--- src/rvPkg.sv ---
package rvPkg;

	// widths
	localparam int xlen = 32;
	localparam int regAddrW = 5;
	localparam int dmemWords = 256;
	localparam int dmemIdxW = $clog2(dmemWords);
	localparam int opcodeW = 7;
	localparam int aluOpW = 4;
	localparam int brKindW = 2;

	// major opcodes of the supported subset
	localparam logic [opcodeW-1:0] opReg = 7'b0110011;
	localparam logic [opcodeW-1:0] opImm = 7'b0010011;
	localparam logic [opcodeW-1:0] opLoad = 7'b0000011;
	localparam logic [opcodeW-1:0] opStore = 7'b0100011;
	localparam logic [opcodeW-1:0] opBranch = 7'b1100011;
	localparam logic [opcodeW-1:0] opLui = 7'b0110111;

	// funct3 codes
	localparam logic [2:0] f3AddSub = 3'b000;
	localparam logic [2:0] f3Sll = 3'b001;
	localparam logic [2:0] f3Slt = 3'b010;
	localparam logic [2:0] f3Xor = 3'b100;
	localparam logic [2:0] f3Srl = 3'b101;
	localparam logic [2:0] f3Or = 3'b110;
	localparam logic [2:0] f3And = 3'b111;
	localparam logic [2:0] f3Beq = 3'b000;
	localparam logic [2:0] f3Bne = 3'b001;
	localparam logic [2:0] f3Word = 3'b010;

	localparam logic [6:0] funct7Base = 7'b0000000;
	localparam logic [6:0] funct7Sub = 7'b0100000;

	// alu operations
	localparam logic [aluOpW-1:0] aluAdd = 4'd0;
	localparam logic [aluOpW-1:0] aluSub = 4'd1;
	localparam logic [aluOpW-1:0] aluAnd = 4'd2;
	localparam logic [aluOpW-1:0] aluOr = 4'd3;
	localparam logic [aluOpW-1:0] aluXor = 4'd4;
	localparam logic [aluOpW-1:0] aluSlt = 4'd5;
	localparam logic [aluOpW-1:0] aluSll = 4'd6;
	localparam logic [aluOpW-1:0] aluSrl = 4'd7;
	localparam logic [aluOpW-1:0] aluPassB = 4'd8;

	// branch kinds
	localparam logic [brKindW-1:0] brNone = 2'd0;
	localparam logic [brKindW-1:0] brEq = 2'd1;
	localparam logic [brKindW-1:0] brNe = 2'd2;

	// one instruction word, four field layouts
	typedef union packed {
		struct packed {
			logic [6:0] funct7;
			logic [regAddrW-1:0] rs2;
			logic [regAddrW-1:0] rs1;
			logic [2:0] funct3;
			logic [regAddrW-1:0] rd;
			logic [opcodeW-1:0] opcode;
		} rType;
		struct packed {
			logic [11:0] imm12;
			logic [regAddrW-1:0] rs1;
			logic [2:0] funct3;
			logic [regAddrW-1:0] rd;
			logic [opcodeW-1:0] opcode;
		} iType;
		struct packed {
			logic [6:0] immHi;
			logic [regAddrW-1:0] rs2;
			logic [regAddrW-1:0] rs1;
			logic [2:0] funct3;
			logic [4:0] immLo;
			logic [opcodeW-1:0] opcode;
		} sType;
		struct packed {
			logic immBit12;
			logic [5:0] immBits10to5;
			logic [regAddrW-1:0] rs2;
			logic [regAddrW-1:0] rs1;
			logic [2:0] funct3;
			// bits 4:1 of the offset, then bit 11
			logic [4:0] immLo;
			logic [opcodeW-1:0] opcode;
		} bType;
	} rvInst;

endpackage

--- src/instDecoder.sv ---
module instDecoder (
	input  rvPkg::rvInst inst,
	output logic [rvPkg::regAddrW-1:0] rs1,
	output logic [rvPkg::regAddrW-1:0] rs2,
	output logic [rvPkg::regAddrW-1:0] rd,
	output logic regWrite,
	output logic memWrite,
	output logic memToReg,
	output logic aluSrcImm,
	output logic [rvPkg::aluOpW-1:0] aluOp,
	output logic [rvPkg::brKindW-1:0] branchKind,
	output logic [rvPkg::xlen-1:0] imm
);

	logic regWriteRaw;
	logic [rvPkg::xlen-1:0] immI;
	logic [rvPkg::xlen-1:0] immS;
	logic [rvPkg::xlen-1:0] immB;
	logic [rvPkg::xlen-1:0] immU;

	assign rs1 = inst.rType.rs1;
	assign rs2 = inst.rType.rs2;
	assign rd = inst.rType.rd;

	// immediates, one per format
	assign immI = {{(rvPkg::xlen - 12){inst.iType.imm12[11]}}, inst.iType.imm12};
	assign immS = {{(rvPkg::xlen - 12){inst.sType.immHi[6]}}, inst.sType.immHi,
		inst.sType.immLo};
	assign immB = {{(rvPkg::xlen - 12){inst.bType.immBit12}}, inst.bType.immLo[0],
		inst.bType.immBits10to5, inst.bType.immLo[4:1], 1'b0};
	assign immU = {inst.iType.imm12, inst.iType.rs1, inst.iType.funct3, 12'b0};

	always_comb begin
		regWriteRaw = 1'b0;
		memWrite = 1'b0;
		memToReg = 1'b0;
		aluSrcImm = 1'b0;
		aluOp = rvPkg::aluAdd;
		branchKind = rvPkg::brNone;
		imm = '0;
		case (inst.rType.opcode)
			rvPkg::opReg: begin
				regWriteRaw = 1'b1;
				case ({inst.rType.funct7, inst.rType.funct3})
					{rvPkg::funct7Base, rvPkg::f3AddSub}: aluOp = rvPkg::aluAdd;
					{rvPkg::funct7Sub, rvPkg::f3AddSub}: aluOp = rvPkg::aluSub;
					{rvPkg::funct7Base, rvPkg::f3Sll}: aluOp = rvPkg::aluSll;
					{rvPkg::funct7Base, rvPkg::f3Slt}: aluOp = rvPkg::aluSlt;
					{rvPkg::funct7Base, rvPkg::f3Xor}: aluOp = rvPkg::aluXor;
					{rvPkg::funct7Base, rvPkg::f3Srl}: aluOp = rvPkg::aluSrl;
					{rvPkg::funct7Base, rvPkg::f3Or}: aluOp = rvPkg::aluOr;
					{rvPkg::funct7Base, rvPkg::f3And}: aluOp = rvPkg::aluAnd;
					// sra, sltu and friends fall through as no-ops
					default: regWriteRaw = 1'b0;
				endcase
			end
			rvPkg::opImm: begin
				regWriteRaw = 1'b1;
				aluSrcImm = 1'b1;
				imm = immI;
				case (inst.iType.funct3)
					rvPkg::f3AddSub: aluOp = rvPkg::aluAdd;
					rvPkg::f3Slt: aluOp = rvPkg::aluSlt;
					rvPkg::f3Xor: aluOp = rvPkg::aluXor;
					rvPkg::f3Or: aluOp = rvPkg::aluOr;
					rvPkg::f3And: aluOp = rvPkg::aluAnd;
					default: regWriteRaw = 1'b0;
				endcase
			end
			rvPkg::opLoad: begin
				// word loads only
				if (inst.iType.funct3 == rvPkg::f3Word) begin
					regWriteRaw = 1'b1;
					memToReg = 1'b1;
					aluSrcImm = 1'b1;
					imm = immI;
				end
			end
			rvPkg::opStore: begin
				if (inst.sType.funct3 == rvPkg::f3Word) begin
					memWrite = 1'b1;
					aluSrcImm = 1'b1;
					imm = immS;
				end
			end
			rvPkg::opBranch: begin
				aluOp = rvPkg::aluSub;
				imm = immB;
				case (inst.bType.funct3)
					rvPkg::f3Beq: branchKind = rvPkg::brEq;
					rvPkg::f3Bne: branchKind = rvPkg::brNe;
					default: branchKind = rvPkg::brNone;
				endcase
			end
			rvPkg::opLui: begin
				regWriteRaw = 1'b1;
				aluSrcImm = 1'b1;
				aluOp = rvPkg::aluPassB;
				imm = immU;
			end
			default: begin
			end
		endcase
	end

	// x0 is never a write target
	assign regWrite = regWriteRaw && (rd != '0);

endmodule

--- config.mk ---
export PLATFORM = sky130hd
export DESIGN_NAME = instDecoder
export DESIGN_NICKNAME = d
export VERILOG_FILES = /design/src/rvPkg.sv /design/src/instDecoder.sv
export SDC_FILE = /design/constraint.sdc
export NUM_CORES = 1
export LEC_CHECK = 0
export BUFFER_PORTS_ARGS = -buffer_cell sky130_fd_sc_hd__buf_2
export CORE_UTILIZATION = 37
export DETAILED_ROUTE_END_ITERATION = 8
export GPL_TIMING_DRIVEN = 0
export PLACE_DENSITY_LB_ADDON = 0.12
export SYNTH_ARGS = -nofsm -noshare
export SYNTH_HDL_FRONTEND = slang
export SYNTH_SLANG_ARGS = --single-unit
--- constraint.sdc ---
create_clock -name vclk -period 1.6
set_clock_uncertainty 0.2 [all_clocks]
set_input_delay 0.08 -clock vclk [all_inputs]
set_output_delay 0.08 -clock vclk [all_outputs]
set_load 0.01 [all_outputs]
==> summary.txt <==
Logic synthesis
  • Yosys warns: 0
  • Synth Area in Adders: 0%
  • Post-synthesis mux area share: 2.41%
  • Distinct cells, synth: 41
  • Synth Cell Area: 830 um^2
  • Syn Inst Count: 121
  • Post-synthesis sequential area ratio: 0%
  • Simple-gate share of the synthesized area: 35.9%
  • Post-synthesis xor/xnor area fraction: 0%
  • Mapped Avg Cell Area: 6.86 um^2
  • Synth Area in Compound Gates: 39.4%
  • Largest family of logic cells by synthesized area: compound AO/OA/AOI/OAI gates
  • Syn nets: 153

Floorplan
  • Die area: 2440 um^2
  • Die H: 49.4 um
  • Initial Util: 40.6%
  • Area of the core: 2040 um^2
  • # rows: 16
  • IO Count: 89
  • Die X: 49.4 um

STA
  • Fmax: 609 MHz
  • Worst slew pin tran: 0.427 ns
  • Final period util: 103%
  • Final worst slack: -0.0412 ns
  • RSZ-0062 raised after global routing: yes
  • Fin. Hold Viols: 0
  • Rel. slew slack: 71.5%
  • Final slew viol count: 0
  • Final worst path period need: 1.64 ns
  • Final setup viols: 1

Global routing
  • First-pass GRT wire length: 4.71 mm
  • Total GRT Usage: 23.2%
  • GRT Residual Overflow: 0
  • Vias in the first global route: 1100
  • Antenna violations before repair: 0
  • Largest net degree at the start of global routing: 11

Place
  • Dpl hpwl: 2.30 mm
  • Placed Instances: 234
  • Routability cong.: 0.856
  • Count of input and output buffers: 86
  • Area post-placement: 1290 um^2

Pwr
  • Clock share of power: 0%
  • Switching Fraction: 49.5%
  • Pwr dens: 171 nW/um^2
  • Internal power: 123 uW
  • Reg power frac: 0%
  • Lkg Pwr: 0.929 nW
  • Peak VDD IR: 0.150 mV
  • Combinational Power Share: 100.0%
  • Sw power: 121 uW
  • Pwr Total: 243 uW

Final layout
  • Fraction of layout cells with a size suffix above 1: 62.5%
  • Area Growth Syn to Fin: 71.5%
  • N_diodes: 0
  • Clock buffers: 0
  • Final instance area: 1420 um^2
  • Flip-flop and latch area: 0 um^2
  • Filler cell count: 185
  • Seq_cells: 0
  • Non-Filler Instances: 235
  • Nets: 242

Outcome
  • Failing checks: negative setup slack
  • Status: finished with violations

Routing
  • Post-DR wirelength/cell: 12.5 um
  • Initial DRC count: 15
  • DRC viols: 0
  • Via count: 1251
  • DRT Wirelength: 2.95 mm
  • Vias per std cell: 5.32
  • Iteration count of the initial detailed-routing pass: 4
  • Antenna viol nets, final: 0

Worst hold path
  • Hold Path Class: in2out
  • Hold-critical path depth: 3
  • Hold EP: rs1[2]
  • Worst hold start: inst[17]

Setup path
  • CP Class: in2out
  • Crit path DAT: 1.36 ns
  • Worst-path fanout max: 4
  • CP Launch Type: input port
  • Worst Setup End Kind: output port
  • Worst endpoint required time: 1.32 ns

Flow run
  • Max_cap viols: 0

Clock tree
  • Hold-fix buffers, CTS: 0
[cell type report]
| class | instances | area, um^2 | area share [%] |
|---|---|---|---|
| plain buffers | 25 | 191 | 13.5 |
| inverters | 3 | 11.3 | 0.792 |
| repair buffers | 87 | 473 | 33.2 |
| multi-input cells | 93 | 713 | 50.1 |
| well taps | 27 | 33.8 | 2.37 |
[cell usage in the layout, fill, tap and decap left out, types with 3 or more instances in the layout]
master / n
nand3_1: 4
nor2b_1: 3
buf_4: 16
nand2_1: 5
a22o_1: 5
a21oi_1: 3
a21o_1: 19
buf_2: 83
inv_1: 3
buf_6: 8
o21ai_0: 3
nor2_1: 5
and2_1: 5
[critical path: stages]
cell,delay (ns)
buf_8,0.10
or4_4,0.54
o41ai_2,0.22
nand3_1,0.12
a21oi_2,0.15
buf_2,0.14
[per-stage QoR]
stage          utilization (%)  setup WS [ns]  hold WS (ns)  setup TNS, ns
6_report                  69.7        -0.0412         0.243        -0.0412
5_1_grt                   69.7        -0.0622         0.257         -0.131
4_1_cts                   64.5        -0.0326         0.244        -0.0938
3_5_place_dp              63.4        -0.0971         0.246         -0.926
3_3_place_gp              63.4        -0.0412         0.243         -0.313
2_1_floorplan                -          0.182        0.0518              0
[cell families (layout without fill, tap and decap cells)]
logic type / after synthesis / count (layout)
AO/OA/AOI/OAI: 43 / 43
buffers and inverters: 28 / 115
multiplexers: 2 / 2
AND/OR/NAND/NOR: 48 / 48
[layer usage]
layer  routed length [um]  track usage [%]  up-vias
met3                  278             3.43        0
met5                    0                0        -
li1                     -                -      611
met1                 1190             28.9      559
met2                 1480             43.6       81
met4                    0                0        0
[power by group through the flow]
stage	clock network (mW)	logic (mW)	registers, mW
6_report	0	0.243	0
5_1_grt	0	0.262	0
4_1_cts	0	0.215	0
3_5_place_dp	0	0.211	0
3_3_place_gp	0	0.206	0
2_1_floorplan	0	0.118	0
[worst max path at each step]
| stage | start | endpoint | slack (ns) | depth (start not counted) |
|---|---|---|---|---|
| final | inst[25] | aluOp[1] | -0.04 | 6 |
| after detailed placement | inst[4] | imm[28] | -0.1 | 8 |
| after global routing | inst[2] | aluOp[2] | -0.06 | 6 |
| after global placement | inst[25] | aluOp[1] | -0.04 | 6 |
| after CTS | inst[27] | aluOp[1] | -0.03 | 6 |
| after floorplan | inst[14] | aluOp[0] | 0.18 | 5 |
[cell usage after synthesis (2+ instances only)]
master    count  share of area [%]
mux2i_1       2                2.4
o31a_1        2                2.1
a22o_1        5                5.3
nor2b_1       3                2.3
nand4b_1      2                2.1
nor2_1        7                3.2
buf_2         6                3.6
buf_4        15                 14
a21oi_1       5                3.0
nor4_1        3                2.3
nor3_1        4                2.4
nand2_1       5                2.3
nand4_1       2                1.5
and2_1        5                3.8
a21o_1       19                 17
and3b_1       2                2.1
o21ai_0       4                2.4
buf_6         2                2.7
inv_1         3                1.4
nand3_1       4                2.4
[what timing repair did]
action,in CTS,in global routing
gates resized for setup,5,26
setup buffers,1,0
pin swaps,1,8
endpoints found under the setup margin,13,37
No activity file was read; power rests on OpenSTA's default activity.
