[src/rvPkg.sv]
package rvPkg;

	// widths
	localparam int xlen = 32;
	localparam int regAddrW = 5;
	localparam int dmemWords = 256;
	localparam int dmemIdxW = $clog2(dmemWords);
	localparam int opcodeW = 7;
	localparam int aluOpW = 4;
	localparam int brKindW = 2;

	// major opcodes of the supported subset
	localparam logic [opcodeW-1:0] opReg = 7'b0110011;
	localparam logic [opcodeW-1:0] opImm = 7'b0010011;
	localparam logic [opcodeW-1:0] opLoad = 7'b0000011;
	localparam logic [opcodeW-1:0] opStore = 7'b0100011;
	localparam logic [opcodeW-1:0] opBranch = 7'b1100011;
	localparam logic [opcodeW-1:0] opLui = 7'b0110111;

	// funct3 codes
	localparam logic [2:0] f3AddSub = 3'b000;
	localparam logic [2:0] f3Sll = 3'b001;
	localparam logic [2:0] f3Slt = 3'b010;
	localparam logic [2:0] f3Xor = 3'b100;
	localparam logic [2:0] f3Srl = 3'b101;
	localparam logic [2:0] f3Or = 3'b110;
	localparam logic [2:0] f3And = 3'b111;
	localparam logic [2:0] f3Beq = 3'b000;
	localparam logic [2:0] f3Bne = 3'b001;
	localparam logic [2:0] f3Word = 3'b010;

	localparam logic [6:0] funct7Base = 7'b0000000;
	localparam logic [6:0] funct7Sub = 7'b0100000;

	// alu operations
	localparam logic [aluOpW-1:0] aluAdd = 4'd0;
	localparam logic [aluOpW-1:0] aluSub = 4'd1;
	localparam logic [aluOpW-1:0] aluAnd = 4'd2;
	localparam logic [aluOpW-1:0] aluOr = 4'd3;
	localparam logic [aluOpW-1:0] aluXor = 4'd4;
	localparam logic [aluOpW-1:0] aluSlt = 4'd5;
	localparam logic [aluOpW-1:0] aluSll = 4'd6;
	localparam logic [aluOpW-1:0] aluSrl = 4'd7;
	localparam logic [aluOpW-1:0] aluPassB = 4'd8;

	// branch kinds
	localparam logic [brKindW-1:0] brNone = 2'd0;
	localparam logic [brKindW-1:0] brEq = 2'd1;
	localparam logic [brKindW-1:0] brNe = 2'd2;

	// one instruction word, four field layouts
	typedef union packed {
		struct packed {
			logic [6:0] funct7;
			logic [regAddrW-1:0] rs2;
			logic [regAddrW-1:0] rs1;
			logic [2:0] funct3;
			logic [regAddrW-1:0] rd;
			logic [opcodeW-1:0] opcode;
		} rType;
		struct packed {
			logic [11:0] imm12;
			logic [regAddrW-1:0] rs1;
			logic [2:0] funct3;
			logic [regAddrW-1:0] rd;
			logic [opcodeW-1:0] opcode;
		} iType;
		struct packed {
			logic [6:0] immHi;
			logic [regAddrW-1:0] rs2;
			logic [regAddrW-1:0] rs1;
			logic [2:0] funct3;
			logic [4:0] immLo;
			logic [opcodeW-1:0] opcode;
		} sType;
		struct packed {
			logic immBit12;
			logic [5:0] immBits10to5;
			logic [regAddrW-1:0] rs2;
			logic [regAddrW-1:0] rs1;
			logic [2:0] funct3;
			// bits 4:1 of the offset, then bit 11
			logic [4:0] immLo;
			logic [opcodeW-1:0] opcode;
		} bType;
	} rvInst;

endpackage

[src/pcUnit.sv]
module pcUnit (
	input  logic clk,
	input  logic rstN,
	input  logic [rvPkg::brKindW-1:0] branchKind,
	input  logic zero,
	input  logic [rvPkg::xlen-1:0] imm,
	output logic [rvPkg::xlen-1:0] pc
);

	logic takeBranch;
	logic [rvPkg::xlen-1:0] pcNext;

	// zero comes from rs1 - rs2
	assign takeBranch = (branchKind == rvPkg::brEq && zero) ||
		(branchKind == rvPkg::brNe && !zero);

	assign pcNext = takeBranch ? pc + imm : pc + rvPkg::xlen'(4);

	always_ff @(posedge clk) begin
		if (!rstN) begin
			pc <= '0;
		end else begin
			pc <= pcNext;
		end
	end

	// a bad branch offset would show up here
	pcAligned: assert property (@(posedge clk) disable iff (!rstN) pc[1:0] == 2'b00)
		else $error("pcUnit: pc %h is not word aligned", pc);

endmodule

[config.mk]
export PLATFORM = sky130hd
export DESIGN_NAME = pcUnit
export DESIGN_NICKNAME = d
export VERILOG_FILES = /design/src/rvPkg.sv /design/src/pcUnit.sv
export SDC_FILE = /design/constraint.sdc
export NUM_CORES = 1
export LEC_CHECK = 0
export ABC_CLOCK_PERIOD_IN_PS = 3700
export BUFFER_PORTS_ARGS = -buffer_cell sky130_fd_sc_hd__buf_2
export CAP_MARGIN = 0
export CORE_MARGIN = 10
export CORE_UTILIZATION = 45
export DETAILED_ROUTE_END_ITERATION = 10
export PLACE_DENSITY = 0.68
export SLEW_MARGIN = 20
export SYNTH_ARGS = -nofsm -noshare
export SYNTH_HDL_FRONTEND = slang
export SYNTH_SLANG_ARGS = --single-unit
[constraint.sdc]
create_clock -name clk -period 3.7 [get_ports clk]
set_clock_uncertainty 0.1 [all_clocks]
set_input_delay 0.185 -clock clk [delete_from_list [all_inputs] [get_ports clk]]
set_output_delay 0.185 -clock clk [all_outputs]
set_load 0.02 [all_outputs]
==> results of run 1 <==
-- synthesized netlist by cell type (all sizes together) (6+ instances only) --
master / count / area (µm²)
nand2: 48 / 180.2
dfxtp: 32 / 640.6
ha: 32 / 400.4
o21ai: 32 / 160.2
a21oi: 29 / 145.1
xnor2: 22 / 192.7
xor2: 22 / 192.7
a21o: 19 / 142.6
nor2: 18 / 67.56
o211a: 18 / 180.2
nand3: 14 / 70.07
clkbuf: 13 / 48.80
and3: 11 / 68.82
o21a: 10 / 75.07
nand4: 9 / 56.30
inv: 7 / 26.28
nor3: 7 / 40.04
a31oi: 6 / 37.54
-- worst min-delay path: cells and delay by family --
family | cells | cell delay (ps)
xor gates and xnor gates | 1 | 60
AOI/OAI and AO/OA | 1 | 150
muxes | 1 | 80
buffers and inverters | 1 | 80
-- cell usage in the layout, fill, tap and decap left out, drive strengths merged, types with 19 or more instances in the layout --
| cell | Yosys | layout |
|---|---|---|
| buf | 3 | 72 |
| xor2 | 22 | 22 |
| ha | 32 | 32 |
| dfxtp | 32 | 32 |
| nand2 | 48 | 48 |
| a21o | 19 | 19 |
| xnor2 | 22 | 22 |
| a21oi | 29 | 29 |
| o21ai | 32 | 32 |
-- metrics by stage --
| step | setup WS [ps] | hold WS [ps] |
|---|---|---|
| 6_report | 472.1 | 219.7 |
| 5_1_grt | 193.3 | 250.0 |
| 4_1_cts | 488.8 | 218.5 |
| 3_5_place_dp | 503.0 | 366.6 |
| 3_3_place_gp | 565.4 | 355.7 |
| 2_1_floorplan | 630.9 | 376.9 |
-- worst paths after layout --
path | end | depth (start not counted)
hold reg to reg | pc[31] | 2
setup reg to reg | pc[30] | 11
hold / removal | pc[31] | 4
setup / recovery | pc[30] | 11
-- layout make-up --
type | count | area [µm²] | area share
clock buffers | 6 | 72.57 | 0.01944
repair buffers | 72 | 370.4 | 0.09920
clock inverters | 2 | 35.03 | 0.009383
flip-flops and latches | 32 | 640.6 | 0.1716
multi-input cells | 350 | 2469 | 0.6612
inverters | 7 | 26.28 | 0.007038
well taps | 96 | 120.1 | 0.03217
-- kinds of logic after synthesis --
| family | Yosys count |
|---|---|
| buffers and inverters | 23 |
| AOI/OAI and AO/OA | 141 |
| muxes | 1 |
| adders and majority gates | 33 |
| and+or+nand+nor | 131 |
| xor gates and xnor gates | 44 |
| DFF | 32 |
-- layer usage --
layer	vias to the layer above	track usage	routed length (µm)
li1	1630	-	-
met3	9	0.04771	596
met4	0	0.04274	83
met5	-	0	0
met2	98	0.2739	4228
met1	1515	0.2015	4223
-- power groups by stage --
stage / logic (mW) / registers (mW) / clock network [mW]
after floorplan: 0.352 / 0.463 / 0
final: 0.530 / 0.424 / 0.347
after global routing: 0.587 / 0.432 / 0.370
after detailed placement: 0.525 / 0.431 / 0
after global placement: 0.519 / 0.429 / 0
after CTS: 0.528 / 0.423 / 0.357
==> flow_metrics.env, run 1 <==
export IMPL_post_cts_setup_buffer_count=0
export IMPL_total_power_mw=1.300
export IMPL_grt_pass1_wl_um=15630
export IMPL_pwr_share_comb=0.407
export IMPL_cts_tree="built"
export IMPL_arrival_ps=3310
export IMPL_critPathMaxFanout=7
export IMPL_peakVddDrop_mv=0.1846
export IMPL_dr_pass1_iters=5
export IMPL_synth_xor_xnor_area_share=0.1206
export IMPL_cts_resized=0
export IMPL_clkTransAtPathRegs_ps=70
export IMPL_diodes=0
export IMPL_fin_util=0.5465
export IMPL_synthFlopType="dfxtp_1"
export IMPL_critPathCaptureType="flip-flop"
export IMPL_grt_max_degree=39
export IMPL_pwr_share_seq=0.326
export IMPL_slew_violations=0
export IMPL_finalHoldViolCount=0
export IMPL_start_util=0.4678
export IMPL_fillers=701
export IMPL_setup_violations=0
export IMPL_drive_gt1_frac=0.1898
export IMPL_crit_family="compound AO/OA/AOI/OAI gates"
export IMPL_syn_cell_area_um2=3196
export IMPL_critPathMaxStageDelay_ps=440
export IMPL_p_switching_mw=0.4982
export IMPL_p_per_area_nw_per_um2=348.2
export IMPL_path_class="flip-flop to flip-flop"
export IMPL_clock_latency_ps=290
export IMPL_slew_headroom=0.4229
export IMPL_largest_register="pc"
export IMPL_final_area_um2=3734
export IMPL_min_from="imm[31]"
export IMPL_ys_ff_latch=32
export IMPL_drc=0
export IMPL_place_congestion=0.8428
export IMPL_placed_area_um2=3622
export IMPL_synth_top_family_by_area="compound AO/OA/AOI/OAI gates"
export IMPL_port_buffers=68
export IMPL_ctsHtreeMaxLevel=2
export IMPL_via_per_inst=5.756
export IMPL_path_buf_inv=0
export IMPL_wl_um=9131
export IMPL_synth_mux_area_frac=0.003132
export IMPL_synth_edf_count=0
export IMPL_die_h_um=104.3
export IMPL_swShare=0.3832
export IMPL_post_drt_wl_per_cell_um=16.16
export IMPL_outcome="completed"
export IMPL_syn_to_final_growth_pct=16.84
export IMPL_grt_ovfl_total=0
export IMPL_route_vias_total=3252
export IMPL_hp_class="primary input to flip-flop"
export IMPL_setup_tns_ps=0
export IMPL_synth_compound_area_frac=0.3105
export IMPL_root_buffer="clkbuf_8"
export IMPL_worst_pin_slew_ps=865.7
export IMPL_p_clk_frac=0.267
export IMPL_cap_viol_max_count=0
export IMPL_dieArea_um2=10870
export IMPL_coreArea_um2=6832
export IMPL_r2r_start="pc[14]"
export IMPL_synth_warnings=0
export IMPL_fp_dieW_um=104.3
export IMPL_dr_first_iter_drc_count=179
export IMPL_regToRegSetupSlack_ps=470
export IMPL_cts_made_buffers=5
export IMPL_fin_crit_sh=0.8724
export IMPL_num_rows=30
export IMPL_fin_nets=538
export IMPL_startpoint="pc[14]"
export IMPL_crit_chain="ha_1 > a21o_1 > o21a_1 > a311o_1 > nor3_2 > o21ai_1 > a221oi_2 > o21ai_1 > a221oi_2 > xnor2_1 > o211a_1"
export IMPL_dp_hpwl_um=7006
export IMPL_synthSimpleGateAreaFrac=0.2056
export IMPL_clk_path_buf_depth=2
export IMPL_max_freq_ghz=0.3098
export IMPL_syn_inst=405
export IMPL_seq_area_frac_synth=0.2005
export IMPL_critPathLaunchType="flip-flop"
export IMPL_globalRouteTotalUtil=0.1647
export IMPL_clock_sinks=32
export IMPL_cts_hold_fix_buffers=0
export IMPL_io_pins=69
export IMPL_syn_num_nets=475
export IMPL_fin_cells=565
export IMPL_synth_async_reset_ratio=0
export IMPL_p_leak_nw=1.953
export IMPL_cp_slowest_cell="dfxtp_1"
export IMPL_synth_cell_types=46
export IMPL_rsz0062_at_grt="false"
export IMPL_dp_cells=557
export IMPL_required_ps=3780
export IMPL_antenna_found_initial=0
export IMPL_synthAdderAreaFrac=0.1316
export IMPL_ant_nets=0
export IMPL_grt_pass1_vias=3297
export IMPL_p_int_mw=0.8020
export IMPL_largest_reg_flops=32
export IMPL_reg_top3="pc (32)"
export IMPL_syn_avg_cell_area_um2=7.890
export IMPL_fin_crit_ps=3228
Note: power is estimated with default switching activity, not from simulation.
==> run 2: changes to the inputs <==
==> constraint.sdc (replaced) <==
create_clock -name clk -period 3.7 [get_ports clk]
set_clock_uncertainty 0.1 [all_clocks]
set_input_delay 0.37 -clock clk [delete_from_list [all_inputs] [get_ports clk]]
set_output_delay 0.37 -clock clk [all_outputs]
set_load 0.02 [all_outputs]
==> flow_metrics.env, run 2 (synthesis gave the netlist of run 1 again) <==
export IMPL_outcome="completed"
export IMPL_finalHoldViolCount=0
export IMPL_pwr_share_comb=0.424
export IMPL_p_clk_frac=0.235
export IMPL_fin_crit_sh=0.8690
export IMPL_largest_reg_flops=32
export IMPL_critPathCaptureType="flip-flop"
export IMPL_cap_viol_max_count=0
export IMPL_p_per_area_nw_per_um2=335.1
export IMPL_peakVddDrop_mv=0.1844
export IMPL_die_h_um=104.3
export IMPL_p_switching_mw=0.4920
export IMPL_start_util=0.4678
export IMPL_cts_hold_fix_buffers=0
export IMPL_swShare=0.3947
export IMPL_io_pins=69
export IMPL_setup_tns_ps=0
export IMPL_dr_first_iter_drc_count=182
export IMPL_critPathMaxFanout=7
export IMPL_p_int_mw=0.7546
export IMPL_max_freq_ghz=0.3110
export IMPL_worst_hold_slack_ps=383.9
export IMPL_required_ps=3820
export IMPL_clock_latency_ps=280
export IMPL_globalRouteTotalUtil=0.1646
export IMPL_p_leak_nw=1.947
export IMPL_hp_class="flip-flop to flip-flop"
export IMPL_setup_ws_ps=484.7
export IMPL_setup_violations=0
export IMPL_ctsHtreeMaxLevel=2
export IMPL_final_area_um2=3720
export IMPL_post_cts_setup_buffer_count=0
export IMPL_grt_max_degree=53
export IMPL_reg_top3="pc (32)"
export IMPL_post_drt_wl_per_cell_um=16.30
export IMPL_final_common_cell="buf_2"
export IMPL_clkTransAtPathRegs_ps=70
export IMPL_dp_hpwl_um=6946
export IMPL_fin_nets=539
export IMPL_placed_area_um2=3630
export IMPL_dp_cells=558
export IMPL_fin_cells=566
export IMPL_path_buf_inv=0
export IMPL_cts_resized=0
export IMPL_wl_um=9223
export IMPL_drc=0
export IMPL_drive_gt1_frac=0.1872
export IMPL_cts_made_buffers=5
export IMPL_diodes=0
export IMPL_crit_family="compound AO/OA/AOI/OAI gates"
export IMPL_root_buffer="clkbuf_8"
export IMPL_coreArea_um2=6832
export IMPL_grt_pass1_vias=3283
export IMPL_cp_slowest_cell="dfxtp_1"
export IMPL_cts_tree="built"
export IMPL_syn_to_final_growth_pct=16.41
export IMPL_largest_register="pc"
export IMPL_dieArea_um2=10870
export IMPL_preCtsSetupSlack_ps=442.6
export IMPL_antenna_found_initial=0
export IMPL_grt_ovfl_total=0
export IMPL_route_vias_total=3295
export IMPL_fp_dieW_um=104.3
export IMPL_critPathMaxStageDelay_ps=460
export IMPL_via_per_inst=5.822
export IMPL_fin_crit_ps=3215
export IMPL_path_class="flip-flop to flip-flop"
export IMPL_dr_pass1_iters=4
export IMPL_rsz0062_at_grt="false"
export IMPL_fillers=686
export IMPL_worst_pin_slew_ps=744.0
export IMPL_num_rows=30
export IMPL_place_congestion=0.8722
export IMPL_grt_pass1_wl_um=15560
export IMPL_ant_nets=0
export IMPL_layout_common_cells="68 x buf_2, 48 x nand2_1, 32 x ha_1, 32 x dfxtp_1, 29 x a21oi_1"
export IMPL_critPathLaunchType="flip-flop"
export IMPL_arrival_ps=3330
export IMPL_clk_path_buf_depth=2
export IMPL_clock_sinks=32
export IMPL_slew_headroom=0.5002
export IMPL_slew_violations=0
export IMPL_crit_chain="ha_1 > a21oi_1 > nor2_1 > o31a_1 > a211o_1 > a311o_1 > a31o_2 > a221oi_2 > xor2_1 > o21ai_1 > mux2i_1"
export IMPL_port_buffers=68
export IMPL_pwr_share_seq=0.340
run 2: cell types whose count changed in the layout (fill, tap and decap cells not counted):
cell / change
clkbuf_1: +1
bufinv_16: -1
clkinv_2: -1
buf_4: +1
o21ai_2: -1
clkbuf_8: +1
o21ai_1: +1
run 2: tightest hold or removal path, delay by kind of cell, from the launching register on:
family,cells,cell delay [ps]
and+or+nand+nor,1,60
DFF,1,320
muxes,1,60
run 2: layout make-up:
cell class	instances	area, µm²	share of cell area
clock buffers	8	90.09	0.02422
inverters	7	26.28	0.007064
multi-input cells	350	2465	0.6626
flip-flops and latches	32	640.6	0.1722
well taps	96	120.1	0.03229
repair buffers	73	377.9	0.1016
run 2: layer usage:
layer | part of all wire | track usage
met2 | 0.46 | 0.2735
met5 | 0 | 0
met4 | 0.0078 | 0.04871
met1 | 0.48 | 0.2084
met3 | 0.048 | 0.03222
run 2: stage by stage:
stage                     power (mW)    util
final                          1.247  0.5445
after global routing           1.330  0.5445
after CTS                      1.251  0.5445
after detailed placement      0.9553  0.5313
after global placement        0.9491  0.5313
after floorplan               0.8145       -
run 2: worst paths after layout:
path / start / end / slack, ps / cells after the start
worst min register to register: pc[31] / pc[31] / 380 / 2
worst max register to register: pc[6] / pc[31] / 480 / 11
worst max-delay path: pc[6] / pc[31] / 480 / 11
worst min-delay path: pc[31] / pc[31] / 380 / 2
run 2: power by group through the flow:
stage / clock [mW] / combinational [mW] / sequential [mW]
finish: 0.293 / 0.529 / 0.424
global route: 0.313 / 0.586 / 0.432
CTS: 0.300 / 0.527 / 0.424
detailed placement: 0 / 0.524 / 0.432
global placement: 0 / 0.519 / 0.430
floorplan: 0 / 0.352 / 0.463
